[config.mk]
export PLATFORM = sky130hd
export DESIGN_NAME = branch_subsystem
export DESIGN_NICKNAME = d
export VERILOG_FILES = /design/src/branch_pkg.sv /design/src/branch_comparator.sv /design/src/branch_target_calc.sv /design/src/branch_resolve_ctrl.sv /design/src/return_addr_stack.sv /design/src/branch_subsystem.sv
export SDC_FILE = /design/constraint.sdc
export NUM_CORES = 1
export LEC_CHECK = 0
export BUFFER_PORTS_ARGS = -buffer_cell sky130_fd_sc_hd__buf_2
export CAP_MARGIN = 20
export CORE_MARGIN = 10
export CORE_UTILIZATION = 56
export DETAILED_ROUTE_END_ITERATION = 16
export PLACE_DENSITY = 0.81
export REMOVE_ABC_BUFFERS = 1
export SLEW_MARGIN = 30
export SYNTH_ARGS = -nofsm -noshare
export SYNTH_HDL_FRONTEND = slang
export SYNTH_SLANG_ARGS = --single-unit
[constraint.sdc]
create_clock -name clk -period 4.18 [get_ports clk]
set_input_delay 0.209 -clock clk [delete_from_list [all_inputs] [get_ports clk]]
set_output_delay 0.209 -clock clk [all_outputs]
set_load 0.1 [all_outputs]
[src/branch_pkg.sv]
// Branch stage shared definitions
`default_nettype none

package branch_pkg;

    //////////////////////////////////////////////////
    // Sizing
    //////////////////////////////////////////////////

    // Data and address width
    localparam int XLEN = 32;

    // Return stack entries and pointer width
    localparam int RAS_DEPTH = 4;
    localparam int RAS_PTR_W = 2;

    //////////////////////////////////////////////////
    // Encodings
    //////////////////////////////////////////////////

    // Branch operation as presented by decode
    typedef enum logic [2:0] {
        BR_EQ   = 3'd0,
        BR_NE   = 3'd1,
        BR_LT   = 3'd2,
        BR_GE   = 3'd3,
        BR_LTU  = 3'd4,
        BR_GEU  = 3'd5,
        BR_JAL  = 3'd6,
        BR_JALR = 3'd7
    } branch_op_e;

    // Resolution controller states
    typedef enum logic [0:0] {
        CTRL_IDLE = 1'b0,
        CTRL_WAIT = 1'b1
    } ctrl_state_e;

endpackage

`default_nettype wire

[src/branch_comparator.sv]
// Branch condition compare
`default_nettype none

module branch_comparator
    import branch_pkg::*;
(
    input  branch_op_e             op,
    input  logic       [XLEN-1:0]  rs1,
    input  logic       [XLEN-1:0]  rs2,
    output logic                   cond_taken
);

    logic              use_signed;
    logic signed [XLEN:0] rs1_ext;
    logic signed [XLEN:0] rs2_ext;
    logic              equal;
    logic              less_than;

    // One compare serves both signed and unsigned forms
    assign use_signed = (op == BR_LT) || (op == BR_GE);
    assign rs1_ext    = {use_signed & rs1[XLEN-1], rs1};
    assign rs2_ext    = {use_signed & rs2[XLEN-1], rs2};

    assign equal     = (rs1 == rs2);
    assign less_than = (rs1_ext < rs2_ext);

    always_comb begin
        case (op)
            BR_EQ:   cond_taken = equal;
            BR_NE:   cond_taken = ~equal;
            BR_LT,
            BR_LTU:  cond_taken = less_than;
            BR_GE,
            BR_GEU:  cond_taken = ~less_than;
            default: cond_taken = 1'b1;   // JAL and JALR
        endcase
    end

endmodule

`default_nettype wire

[src/branch_target_calc.sv]
// Branch target and fall-through address
`default_nettype none

module branch_target_calc
    import branch_pkg::*;
(
    input  logic                   clk,
    input  logic                   rst,
    input  logic                   capture,
    input  branch_op_e             op,
    input  logic       [31:0]      instr,
    input  logic       [XLEN-1:0]  dec_pc,
    input  logic       [XLEN-1:0]  rs1,
    output logic       [XLEN-1:0]  target_pc,
    output logic       [XLEN-1:0]  fallthrough_pc
);

    logic [20:0]      j_imm;
    logic [11:0]      i_imm;
    logic [12:0]      b_imm;
    logic [XLEN-1:0]  offset;
    logic [XLEN-1:0]  base;
    logic [XLEN-1:0]  target_sum;

    //////////////////////////////////////////////////
    // Immediate extraction
    //////////////////////////////////////////////////

    assign j_imm = {instr[31], instr[19:12], instr[20], instr[30:21], 1'b0};
    assign i_imm = instr[31:20];
    assign b_imm = {instr[31], instr[7], instr[30:25], instr[11:8], 1'b0};

    // Sign extend the format selected by the opcode
    always_comb begin
        case (op)
            BR_JAL:  offset = XLEN'(signed'(j_imm));
            BR_JALR: offset = XLEN'(signed'(i_imm));
            default: offset = XLEN'(signed'(b_imm));
        endcase
    end

    // JALR is register relative, the rest are PC relative
    assign base       = (op == BR_JALR) ? rs1 : dec_pc;
    assign target_sum = base + offset;

    //////////////////////////////////////////////////
    // Registered addresses
    //////////////////////////////////////////////////

    always_ff @(posedge clk) begin
        if (rst) begin
            target_pc      <= '0;
            fallthrough_pc <= '0;
        end else if (capture) begin
            target_pc      <= {target_sum[XLEN-1:1], 1'b0};
            fallthrough_pc <= dec_pc + XLEN'(4);
        end
    end

endmodule

`default_nettype wire

[src/branch_resolve_ctrl.sv]
// Branch resolution controller
`default_nettype none

module branch_resolve_ctrl
    import branch_pkg::*;
(
    input  logic                   clk,
    input  logic                   rst,
    input  logic                   issue,
    input  branch_op_e             op,
    input  logic                   cond_taken,
    input  logic                   is_call,
    input  logic                   is_return,
    input  logic                   predicted_taken,
    input  logic                   dec_pc_valid,
    input  logic       [XLEN-1:0]  dec_pc,
    input  logic       [XLEN-1:0]  target_pc,
    input  logic       [XLEN-1:0]  fallthrough_pc,
    output logic                   capture,
    output logic                   resolve,
    output logic                   taken,
    output logic                   flush,
    output logic                   ras_push,
    output logic                   ras_pop
);

    ctrl_state_e      state;
    ctrl_state_e      state_next;
    logic             taken_r;
    logic             predicted_r;
    logic [XLEN-1:0]  expected_pc;
    logic             pc_mismatch;

    // Issue is only accepted while no branch is pending
    assign capture = issue && (state == CTRL_IDLE);
    assign resolve = dec_pc_valid && (state == CTRL_WAIT);

    //////////////////////////////////////////////////
    // State machine
    //////////////////////////////////////////////////

    always_comb begin
        state_next = state;
        case (state)
            CTRL_IDLE: if (issue)        state_next = CTRL_WAIT;
            CTRL_WAIT: if (dec_pc_valid) state_next = CTRL_IDLE;
            default:                     state_next = CTRL_IDLE;
        endcase
    end

    always_ff @(posedge clk) begin
        if (rst) begin
            state <= CTRL_IDLE;
        end else begin
            state <= state_next;
        end
    end

    //////////////////////////////////////////////////
    // Outcome capture and stack requests
    //////////////////////////////////////////////////

    always_ff @(posedge clk) begin
        if (rst) begin
            taken_r     <= 1'b0;
            predicted_r <= 1'b0;
            ras_push    <= 1'b0;
            ras_pop     <= 1'b0;
        end else begin
            if (capture) begin
                // Jumps resolve taken whatever the compare says
                taken_r     <= cond_taken || (op == BR_JAL) || (op == BR_JALR);
                predicted_r <= predicted_taken;
            end
            // Stack updates land one cycle after capture
            ras_push <= capture && is_call;
            ras_pop  <= capture && is_return;
        end
    end

    //////////////////////////////////////////////////
    // Mispredict check
    //////////////////////////////////////////////////

    assign taken       = taken_r && (state == CTRL_WAIT);
    assign expected_pc = taken_r ? target_pc : fallthrough_pc;

    // Bit 0 never takes part in the address check
    assign pc_mismatch = (dec_pc[XLEN-1:1] != expected_pc[XLEN-1:1]);
    assign flush       = resolve && ((predicted_r != taken_r) || pc_mismatch);

endmodule

`default_nettype wire

[src/return_addr_stack.sv]
// Return address stack
`default_nettype none

module return_addr_stack
    import branch_pkg::*;
(
    input  logic              clk,
    input  logic              rst,
    input  logic              push,
    input  logic              pop,
    input  logic [XLEN-1:0]   push_addr,
    output logic [XLEN-1:0]   top_addr,
    output logic              not_empty
);

    logic [XLEN-1:0]       entries [RAS_DEPTH];
    logic [RAS_PTR_W-1:0]  ptr;
    logic [RAS_PTR_W:0]    count;
    logic                  full;

    assign full      = (count == (RAS_PTR_W+1)'(RAS_DEPTH));
    assign not_empty = (count != '0);
    assign top_addr  = entries[ptr];

    // Pointer and occupancy
    always_ff @(posedge clk) begin
        if (rst) begin
            ptr   <= '0;
            count <= '0;
        end else if (push && pop) begin
            // Top is replaced, an empty stack gains one entry
            if (!not_empty) count <= count + 1'b1;
        end else if (push) begin
            ptr <= ptr + 1'b1;
            // Oldest entry is overwritten once full
            if (!full) count <= count + 1'b1;
        end else if (pop && not_empty) begin
            ptr   <= ptr - 1'b1;
            count <= count - 1'b1;
        end
    end

    // Entry storage
    always_ff @(posedge clk) begin
        if (push && pop) begin
            entries[ptr] <= push_addr;
        end else if (push) begin
            entries[ptr + 1'b1] <= push_addr;
        end
    end

endmodule

`default_nettype wire

[src/branch_subsystem.sv]
// Branch resolution subsystem top
`default_nettype none

module branch_subsystem
    import branch_pkg::*;
(
    input  logic                   clk,
    input  logic                   rst,
    input  logic                   issue,
    input  branch_op_e             op,
    input  logic       [31:0]      instr,
    input  logic       [XLEN-1:0]  dec_pc,
    input  logic                   dec_pc_valid,
    input  logic       [XLEN-1:0]  rs1,
    input  logic       [XLEN-1:0]  rs2,
    input  logic                   is_call,
    input  logic                   is_return,
    input  logic                   predicted_taken,
    output logic                   resolve,
    output logic                   taken,
    output logic                   flush,
    output logic       [XLEN-1:0]  target_pc,
    output logic       [XLEN-1:0]  fallthrough_pc,
    output logic       [XLEN-1:0]  ras_top,
    output logic                   ras_valid
);

    logic capture;
    logic cond_taken;
    logic ras_push;
    logic ras_pop;

    branch_resolve_ctrl ctrl0 (
        .clk             (clk),
        .rst             (rst),
        .issue           (issue),
        .op              (op),
        .cond_taken      (cond_taken),
        .is_call         (is_call),
        .is_return       (is_return),
        .predicted_taken (predicted_taken),
        .dec_pc_valid    (dec_pc_valid),
        .dec_pc          (dec_pc),
        .target_pc       (target_pc),
        .fallthrough_pc  (fallthrough_pc),
        .capture         (capture),
        .resolve         (resolve),
        .taken           (taken),
        .flush           (flush),
        .ras_push        (ras_push),
        .ras_pop         (ras_pop)
    );

    branch_comparator cmp0 (
        .op         (op),
        .rs1        (rs1),
        .rs2        (rs2),
        .cond_taken (cond_taken)
    );

    branch_target_calc tgt0 (
        .clk            (clk),
        .rst            (rst),
        .capture        (capture),
        .op             (op),
        .instr          (instr),
        .dec_pc         (dec_pc),
        .rs1            (rs1),
        .target_pc      (target_pc),
        .fallthrough_pc (fallthrough_pc)
    );

    // Calls push their own return address
    return_addr_stack ras0 (
        .clk       (clk),
        .rst       (rst),
        .push      (ras_push),
        .pop       (ras_pop),
        .push_addr (fallthrough_pc),
        .top_addr  (ras_top),
        .not_empty (ras_valid)
    );

endmodule

`default_nettype wire

# == Word level (Yosys, flattened, before mapping) ==
# Memories as Yosys holds them, arrays and structs flattened. A register that Yosys moved wholly into a read port is not among the register bits.
# Index checks and enable logic that the tools add are counted.
# Widths: inputs -> output; s select.
# totals
reg_bits,73
mem_bits_rw,128
in_bits,138
out_inout_bits,100
wordCells,81
memories,1
# memory_table
memory,words,word_bits,rd,rd_ports_with_merged_regs,write_ports,line_no,text
ras0.entries,4,32,1,1,1,return_addr_stack.sv:16,logic [XLEN-1:0] entries [RAS_DEPTH];
# op_classes
n_addsub,6
magnitude_cmp,1
eq_ne,13
mux,24
n_bitwise,6
reduce_logical,21
# ops
operator,n
$mux 32,3
$pmux 20 s2,1
$lt 33x33->1,1
$add 32x3->32 const B,1
$add 32x32->32,1
$eq 32x32->1,1
$reduce_or 32->1,1
$ne 31x31->1,1
$eq 3x3->1 const B,5
$mux 3,5
$mux 2,5
$logic_and 1x1->1,8
$mux 1,8
$eq 3x2->1 const B,2
$reduce_bool 3->1,2
$logic_or 1x1->1,4
$not 1->1,4
$pmux 1 s4,1
$reduce_or 2->1,2
$add 3x1->3 const B,1
$eq 3x1->1 const B,1
$logic_not 3->1,1
$ne 3x3->1 const B,1
$reduce_and 3->1,1
other kinds (9),10

# == Depth between registers and ports, before layout ==
# Gate-level depths: netlist (run 1).
# depth
ltp_word,8
depth_mapped,15
mapped_depth_nobuf,13

# == Hierarchy ==
# From an unflattened synthesis (run 1), not the netlist that was laid out.
# hier_totals
hier_cells,1057
hier_area_um2,11762.5
# by_module_without_submodules
module,n_inst,cells_each,area_each_um2,seq_area_each_um2
return_addr_stack,1,226,5074.9,3983.8
branch_target_calc,1,605,4922.2,1261.2
branch_comparator,1,128,897.1,0.0
branch_resolve_ctrl,1,98,868.3,100.1

# == Worst setup path after synthesis (run 1) ==
# OpenSTA, ideal clock, no wires.
# synth_path
kind,input-to-reg
from,in op[2]
to,reg tgt0.target_pc[29]
setup_time_ps,118
t_arrival_ps,3325
required_ps,4062
slack_ps,738
cell_stages,15
path_buffers,4
cell_sequence,buf_2 -> and3_1 -> clkbuf_1 -> clkbuf_1 -> mux2_2 -> ha_1 -> clkbuf_1 -> and4_1 -> nand4_1 -> a211oi_1 -> a211oi_2 -> o221ai_1 -> o21ai_1 -> xnor2_1 -> a22o_1
# synth_via
elab_chain_len,3
elab_cells_between_ends,5
cone_classes,add/sub (1); eq/ne (2); mux (2)
# synth_lines
item,line_no,text
from (decl),branch_subsystem.sv:10,"input branch_op_e op,"
"$eq 3x3->1, on equally long branches","branch_target_calc.sv:35, branch_target_calc.sv:43",
$pmux 20 s2 or $mux 32 (tied branches),"branch_target_calc.sv:35, branch_target_calc.sv:43",
$add 32x32->32 *,branch_target_calc.sv:44,assign target_sum = base + offset;
to (signal assigned),branch_target_calc.sv:55,"target_pc <= {target_sum[XLEN-1:1], 1'b0};"
to (decl),branch_target_calc.sv:14,"output logic [XLEN-1:0] target_pc,"
# Every way passes the cells marked *; elsewhere a longest branch is shown, timed or not.
# A chain may end at the register's enable or synchronous reset.

# == Worst setup path after layout (run 1) ==
# layout_path
from,reg ctrl0.taken_r
to,out flush
# layout_via
elab_chain_len,4
elab_cells_between_ends,5
cone_classes,eq/ne (2); mux (1); reduce/logical (2)
# layout_lines
item,line_no,text
from (decl),branch_resolve_ctrl.sv:29,logic taken_r;
from (signal assigned),branch_resolve_ctrl.sv:72,taken_r <= cond_taken || (op == BR_JAL) || (op == BR_JALR);
$mux 32,branch_resolve_ctrl.sv:86,assign expected_pc = taken_r ? target_pc : fallthrough_pc;
$ne 31x31->1,branch_resolve_ctrl.sv:89,assign pc_mismatch = (dec_pc[XLEN-1:1] != expected_pc[XLEN-1:1]);
$logic_or 1x1->1 *,branch_resolve_ctrl.sv:90,assign flush = resolve && ((predicted_r != taken_r) || pc_mismatch);
$logic_and 1x1->1 *,branch_resolve_ctrl.sv:90,
to (decl),branch_subsystem.sv:21,"output logic flush,"
# Marks and branches as above.

==> results of run 1 <==
[cell usage in the layout (no fill, tap or decap), drive strengths merged, types with 25 or more instances in the layout]
master / instances
buf: 242
edfxtp: 128
ha: 66
mux2i: 37
xnor2: 55
a211oi: 30
mux4: 32
a21oi: 69
nor2: 70
o21ai: 39
xor2: 28
dfxtp: 75
inv: 48
nand3: 38
nand2: 108
mux2: 35
clkbuf: 25
[per-layer routing]
metal  global-route usage  part of all wire
met1                0.311              0.40
met2                0.409              0.49
met3               0.0304             0.068
met4               0.0906             0.038
met5                    0                 0
[sequential cells by signal (all words and copies together) (netlist names), 2 cells and up, named ones only]
| signal | cells |
|---|---|
| ras0.entries | 128 |
| tgt0.fallthrough_pc | 32 |
| tgt0.target_pc | 31 |
| ras0.count | 3 |
| ras0.ptr | 2 |
[through the flow]
step | cell area [um^2] | power (uW) | hold slack, ps | utilization
6_report | 13800 | 5540 | 25.7 | 0.674
5_1_grt | 13800 | 5750 | 40.5 | 0.674
4_1_cts | 13800 | 5550 | 22.6 | 0.674
3_5_place_dp | 13100 | 3880 | 447 | 0.641
3_3_place_gp | 13100 | 3860 | 441 | 0.641
2_1_floorplan | 11500 | 3480 | 278 | -
[cell type report]
class,instances,area [um^2],share of cell area
Antenna cell,6,15.0,0.00109
Tap cell,270,338,0.0245
Clock buffer,25,561,0.0407
Sequential cell,203,5350,0.388
Inverter,48,180,0.0131
Multi-Input combinational cell,787,5990,0.435
Timing Repair Buffer,246,1280,0.0932
Clock inverter,11,62.6,0.00454
[power by group through the flow]
stage          clock (uW)  sequential [uW]  combinational (uW)
2_1_floorplan           0             2770                 717
3_3_place_gp            0             2360                1500
3_5_place_dp            0             2370                1510
4_1_cts              1700             2330                1520
5_1_grt              1780             2340                1630
6_report             1680             2330                1530
[kinds of logic after synthesis]
group,after synthesis,synth area share
fa+ha+maj,67,0.0721
buf+inv,104,0.0345
compound gates,210,0.115
mux,104,0.127
flops,203,0.456
other cells,1,0.000320
simple gates,322,0.133
xor+xnor,83,0.0620
[worst paths after layout]
path / cells past startpoint / endpoint / slack [ps]
setup / recovery: 6 / flush / 1070
hold / removal: 3 / tgt0.fallthrough_pc[1] / 30
setup reg to reg: 4 / ctrl0.taken_r / 2210
hold reg to reg: 2 / tgt0.target_pc[11] / 470
[tightest hold or removal path, cell delays in order]
cell     delay [ps]
buf_2           130
nand2_1          60
a21oi_1          50
==> flow_summary.toml, run 1 <==
[timing]
slew_headroom = 0.432
grt_setup_unrepaired = "false"
final_max_slew_viol_count = 0
finalSetupTns_ps = 0
max_freq_mhz = 322
worst_slack_ps = 1070
finalClockSkew_ps = 14.0
min_period_ps = 3110
hold_violations = 0
setup_viol = 0
tightest_slew_ps = 844
finalCritPeriodShare = 0.744

[worst_setup_path]
start_kind = "flip-flop"
path_class = "reg2out"
timing.rr.start = "ctrl0.state"
max_stage_delay_ps = 780
crit_fanout = 24
cp_cell_sequence = "mux2i_1, xnor2_1, nor4_1, nand3_1, o21a_1, buf_2"
path_buf_inv = 1
critPathRequiredTime_ps = 3970
crit_family = "flip-flops"
startpoint = "ctrl0.taken_r"
crit_path_top_delay_cell = "dfxtp_2"
cp.arrival_ps = 2900
cp-end-kind = "output port"

[clock_network]
clk_latency_ps = 480
cts_max_level = 1
cts.clk_slew.worst_paths_ps = 60
post-cts-setup-buffers = 0
cts_repair_resize_count = 0
numCtsBuffers = 20
clock-sinks = 203
holdBufCountCts = 4
cts_tree = "built"
clockBufferDepth = 3
cts_root_buf = "clkbuf_16"

[global_route]
overflow = 0
grt_start_max_net_pins = 53
grt_pass1_wl_mm = 51.4
grt_usage = 0.242
antenna_found_initial = 5
grt_pass1_vias = 9073

[synth]
avgSynthCellArea_um2 = 10.7
synth_common_cells = "edfxtp_1 (128), nand2_1 (108), dfxtp_1 (75), a21oi_1 (69), nor2_1 (69)"
yosysWarnings = 0
ys_seq_area_frac = 0.456
synthMostInstantiatedCell = "edfxtp_1"
syn_area_um2 = 11700
synthCells = 1094
ys_types = 67
async_reset_ff_frac = 0
synth_top_area_share = 0.328
synth_edf_count = 128
ys_seq_elements = 203
synth_area_leader_cell = "edfxtp_1"
synth_ff_type = "edfxtp_1"
synth.area.top_cells = "edfxtp_1 (33%), dfxtp_1 (13%), ha_1 (7.0%)"

[placed_design]
gp_congestion = 0.966
hpwl_mm = 26.0
place_inst = 1550
dp_slack_ps = 615
port_buffers = 229

[power_and_ir_drop]
p_leak_uw = 0.00559
swShare = 0.348
clkPwrFrac = 0.303
power_per_cell_area_nw_per_um2 = 402
p_int_uw = 3610
power.switching_uw = 1920
power_frac_comb = 0.276
ir_drop_uv = 260
seqPwrFrac = 0.421

[routing]
wire_per_inst_um = 21.2
ant_nets = 0
drc = 0
drt-vias-per-instance = 5.89
initialDrtViolationCount = 830
wl_mm = 33.8
num_vias = 9394
drt-pass1-iter-count = 5

[hold_path]
min_from = "dec_pc[1]"
min_path_type = "in2reg"

[die]
die_w_um = 165
initial_core_util = 0.574
core_um2 = 20400
pin_count = 238
die_y_um = 165
die_area_um2 = 27100
rows = 52

[run]
cap_violations = 0

[finish]
drive_gt1_frac = 0.267
instances_no_fill = 1596
fill_cells = 1559
area_delta_synth_final_pct = 17.5
nNetsFinal = 1511

[run_status]
outcome = "finished, final reports clean"
Power figures use the tool's default switching activity.
==> run 2: changes to the inputs <==
- CORE_UTILIZATION: 56 -> 51
- PLACE_DENSITY: 0.81 -> 0.78
- clock period: 4.18 -> 2.8 ns (I/O delays scaled with it)
==> run 2 against run 1 <==
Compared with the run above: combinational power increased by 64%; clock power up 53%; sequential cell count is the same; wire length grew 4.9%; non-clock buffer count increased by 93; die area increased by 8.6%; sequential share of layout area decreased by 2.3 points; register-to-register slack got worse by 1400 ps; design area increased by 6.2%; critical path depth increased by 1; first-iteration DRC count fell by 7.2%.
==> flow_summary.toml, run 2 (synthesized netlist as in run 1, its figures left out) <==
[routing]
ant_nets = 0
drc = 0
initialDrtViolationCount = 770
num_vias = 9646
wl_mm = 35.5
wire_per_inst_um = 20.9
drt-vias-per-instance = 5.68
drt-pass1-iter-count = 5

[global_route]
overflow = 0
grt_pass1_wl_mm = 54.2
antenna_found_initial = 1
grt_start_max_net_pins = 41
grt_usage = 0.234
grt_pass1_vias = 9701

[finish]
regMostFlops = "ras0.entries"
area_delta_synth_final_pct = 24.8
fill_cells = 1756
drive_gt1_frac = 0.314
largest_reg_flops = 128
final_common_cell = "buf_2"
reg_top3 = "ras0.entries: 128 flops, tgt0.fallthrough_pc: 32 flops, tgt0.target_pc: 31 flops"
nNetsFinal = 1604
final_util = 0.646
mostFrequentLayoutCells = "buf_2 (228), edfxtp_1 (128), nand2_1 (108), buf_4 (94), dfxtp_1 (73)"

[timing]
finalCritPeriodShare = 0.949
setup_viol = 0
min_period_ps = 2660
grt_setup_unrepaired = "false"
final_max_slew_viol_count = 0
worst_slack_ps = 142
slew_headroom = 0.490
tightest_slew_ps = 763
finalClockSkew_ps = 11.4
max_freq_mhz = 376
finalSetupTns_ps = 0
hold_violations = 0

[placed_design]
gp_congestion = 0.944
port_buffers = 229
dp_slack_ps = -371
hpwl_mm = 28.2

[clock_network]
clock-sinks = 203
cts.clk_slew.worst_paths_ps = 60
clk_latency_ps = 480
cts_tree = "built"
post-cts-setup-buffers = 0
clockBufferDepth = 3
cts_root_buf = "clkbuf_16"
cts_max_level = 1
numCtsBuffers = 20

[die]
die_y_um = 172
die_w_um = 172
die_area_um2 = 29500
pin_count = 238
rows = 55
core_um2 = 22600
initial_core_util = 0.518

[hold_path]
min_path_type = "in2reg"

[power_and_ir_drop]
p_leak_uw = 0.00607
power_per_cell_area_nw_per_um2 = 584
ir_drop_uv = 419

[worst_setup_path]
critPathRequiredTime_ps = 2660
max_stage_delay_ps = 370
cp.arrival_ps = 2520
cp-end-kind = "output port"
cp_cell_sequence = "buf_8, mux2i_1, xnor2_1, nor4_2, nand3_1, o21a_1, clkbuf_4"
crit_fanout = 19
start_kind = "flip-flop"
path_class = "reg2out"
crit_path_top_delay_cell = "dfxtp_2"

[run_status]
outcome = "finished, final reports clean"

[run]
cap_violations = 0
run 2: cell types whose count changed in the layout (fill, tap and decap cells not counted), sizes merged:
cell         change
diode            -5
bufinv           +1
clkinvlp         +1
dlygate4sd3      +4
buf             +88
clkinv           -6
clkbuf           +5
run 2: path summary, 6_finish.rpt:
kind | startpoint | depth (start not counted) | slack (ps) | endpoint
worst min register to register | tgt0.target_pc[19] | 2 | 470 | tgt0.target_pc[19]
worst max-delay path | ctrl0.taken_r | 7 | 140 | flush
worst min-delay path | dec_pc[19] | 3 | 10 | tgt0.fallthrough_pc[19]
worst max register to register | ctrl0.ras_pop | 4 | 840 | ras0.entries[1][20]
run 2: worst max-delay path: cells and delay by family (launching register included):
kind,cells,cell delay (ps)
AOI/OAI and AO/OA,1,250
xor gates and xnor gates,1,200
buffers and inverters,2,520
DFF,1,370
and+or+nand+nor,2,460
muxes,1,240
run 2: per-stage QoR:
stage               cell area, um^2  total power [uW]  instances  hold WS [ps]
detailed placement            13900              6000       1654           373
floorplan                     11500              5200       1038           209
finish                        14600              8550       1699          11.2
global route                  14600              8870       1699          48.0
CTS                           14600              8550       1698          4.37
global placement              13900              5970       1654           377
run 2: power breakdown:
part	internal (uW)	switching, uW
Clock	1500	1060
Sequential	3310	152
Combinational	812	1700
Total	5630	2920
run 2: timing repair:
| item | CTS | global route |
|---|---|---|
| hold buffers | 8 | 0 |
| setup endpoints to repair | 1 | 8 |
| gates resized for setup | 1 | 9 |
| hold endpoints to repair | 10 | 0 |
| pin swaps | 0 | 1 |
run 2: cell type report:
| cell class | instances | area, um^2 | share of cell area |
|---|---|---|---|
| inverter | 48 | 180 | 0.0123 |
| clock buffer | 29 | 566 | 0.0386 |
| clock inverter | 7 | 68.8 | 0.00470 |
| tap | 285 | 357 | 0.0244 |
| timing repair buffer | 339 | 2090 | 0.143 |
| antenna | 1 | 2.50 | 0.000171 |
| sequential | 203 | 5350 | 0.365 |
| multi-input combinational | 787 | 6020 | 0.412 |
run 2: per-layer routing:
metal | track usage | routed length (um) | up-vias
li1 | - | - | 4663
met1 | 0.294 | 14700 | 4589
met2 | 0.403 | 17400 | 326
met3 | 0.0252 | 2000 | 68
met4 | 0.0930 | 1350 | 0
met5 | 0 | 0 | -
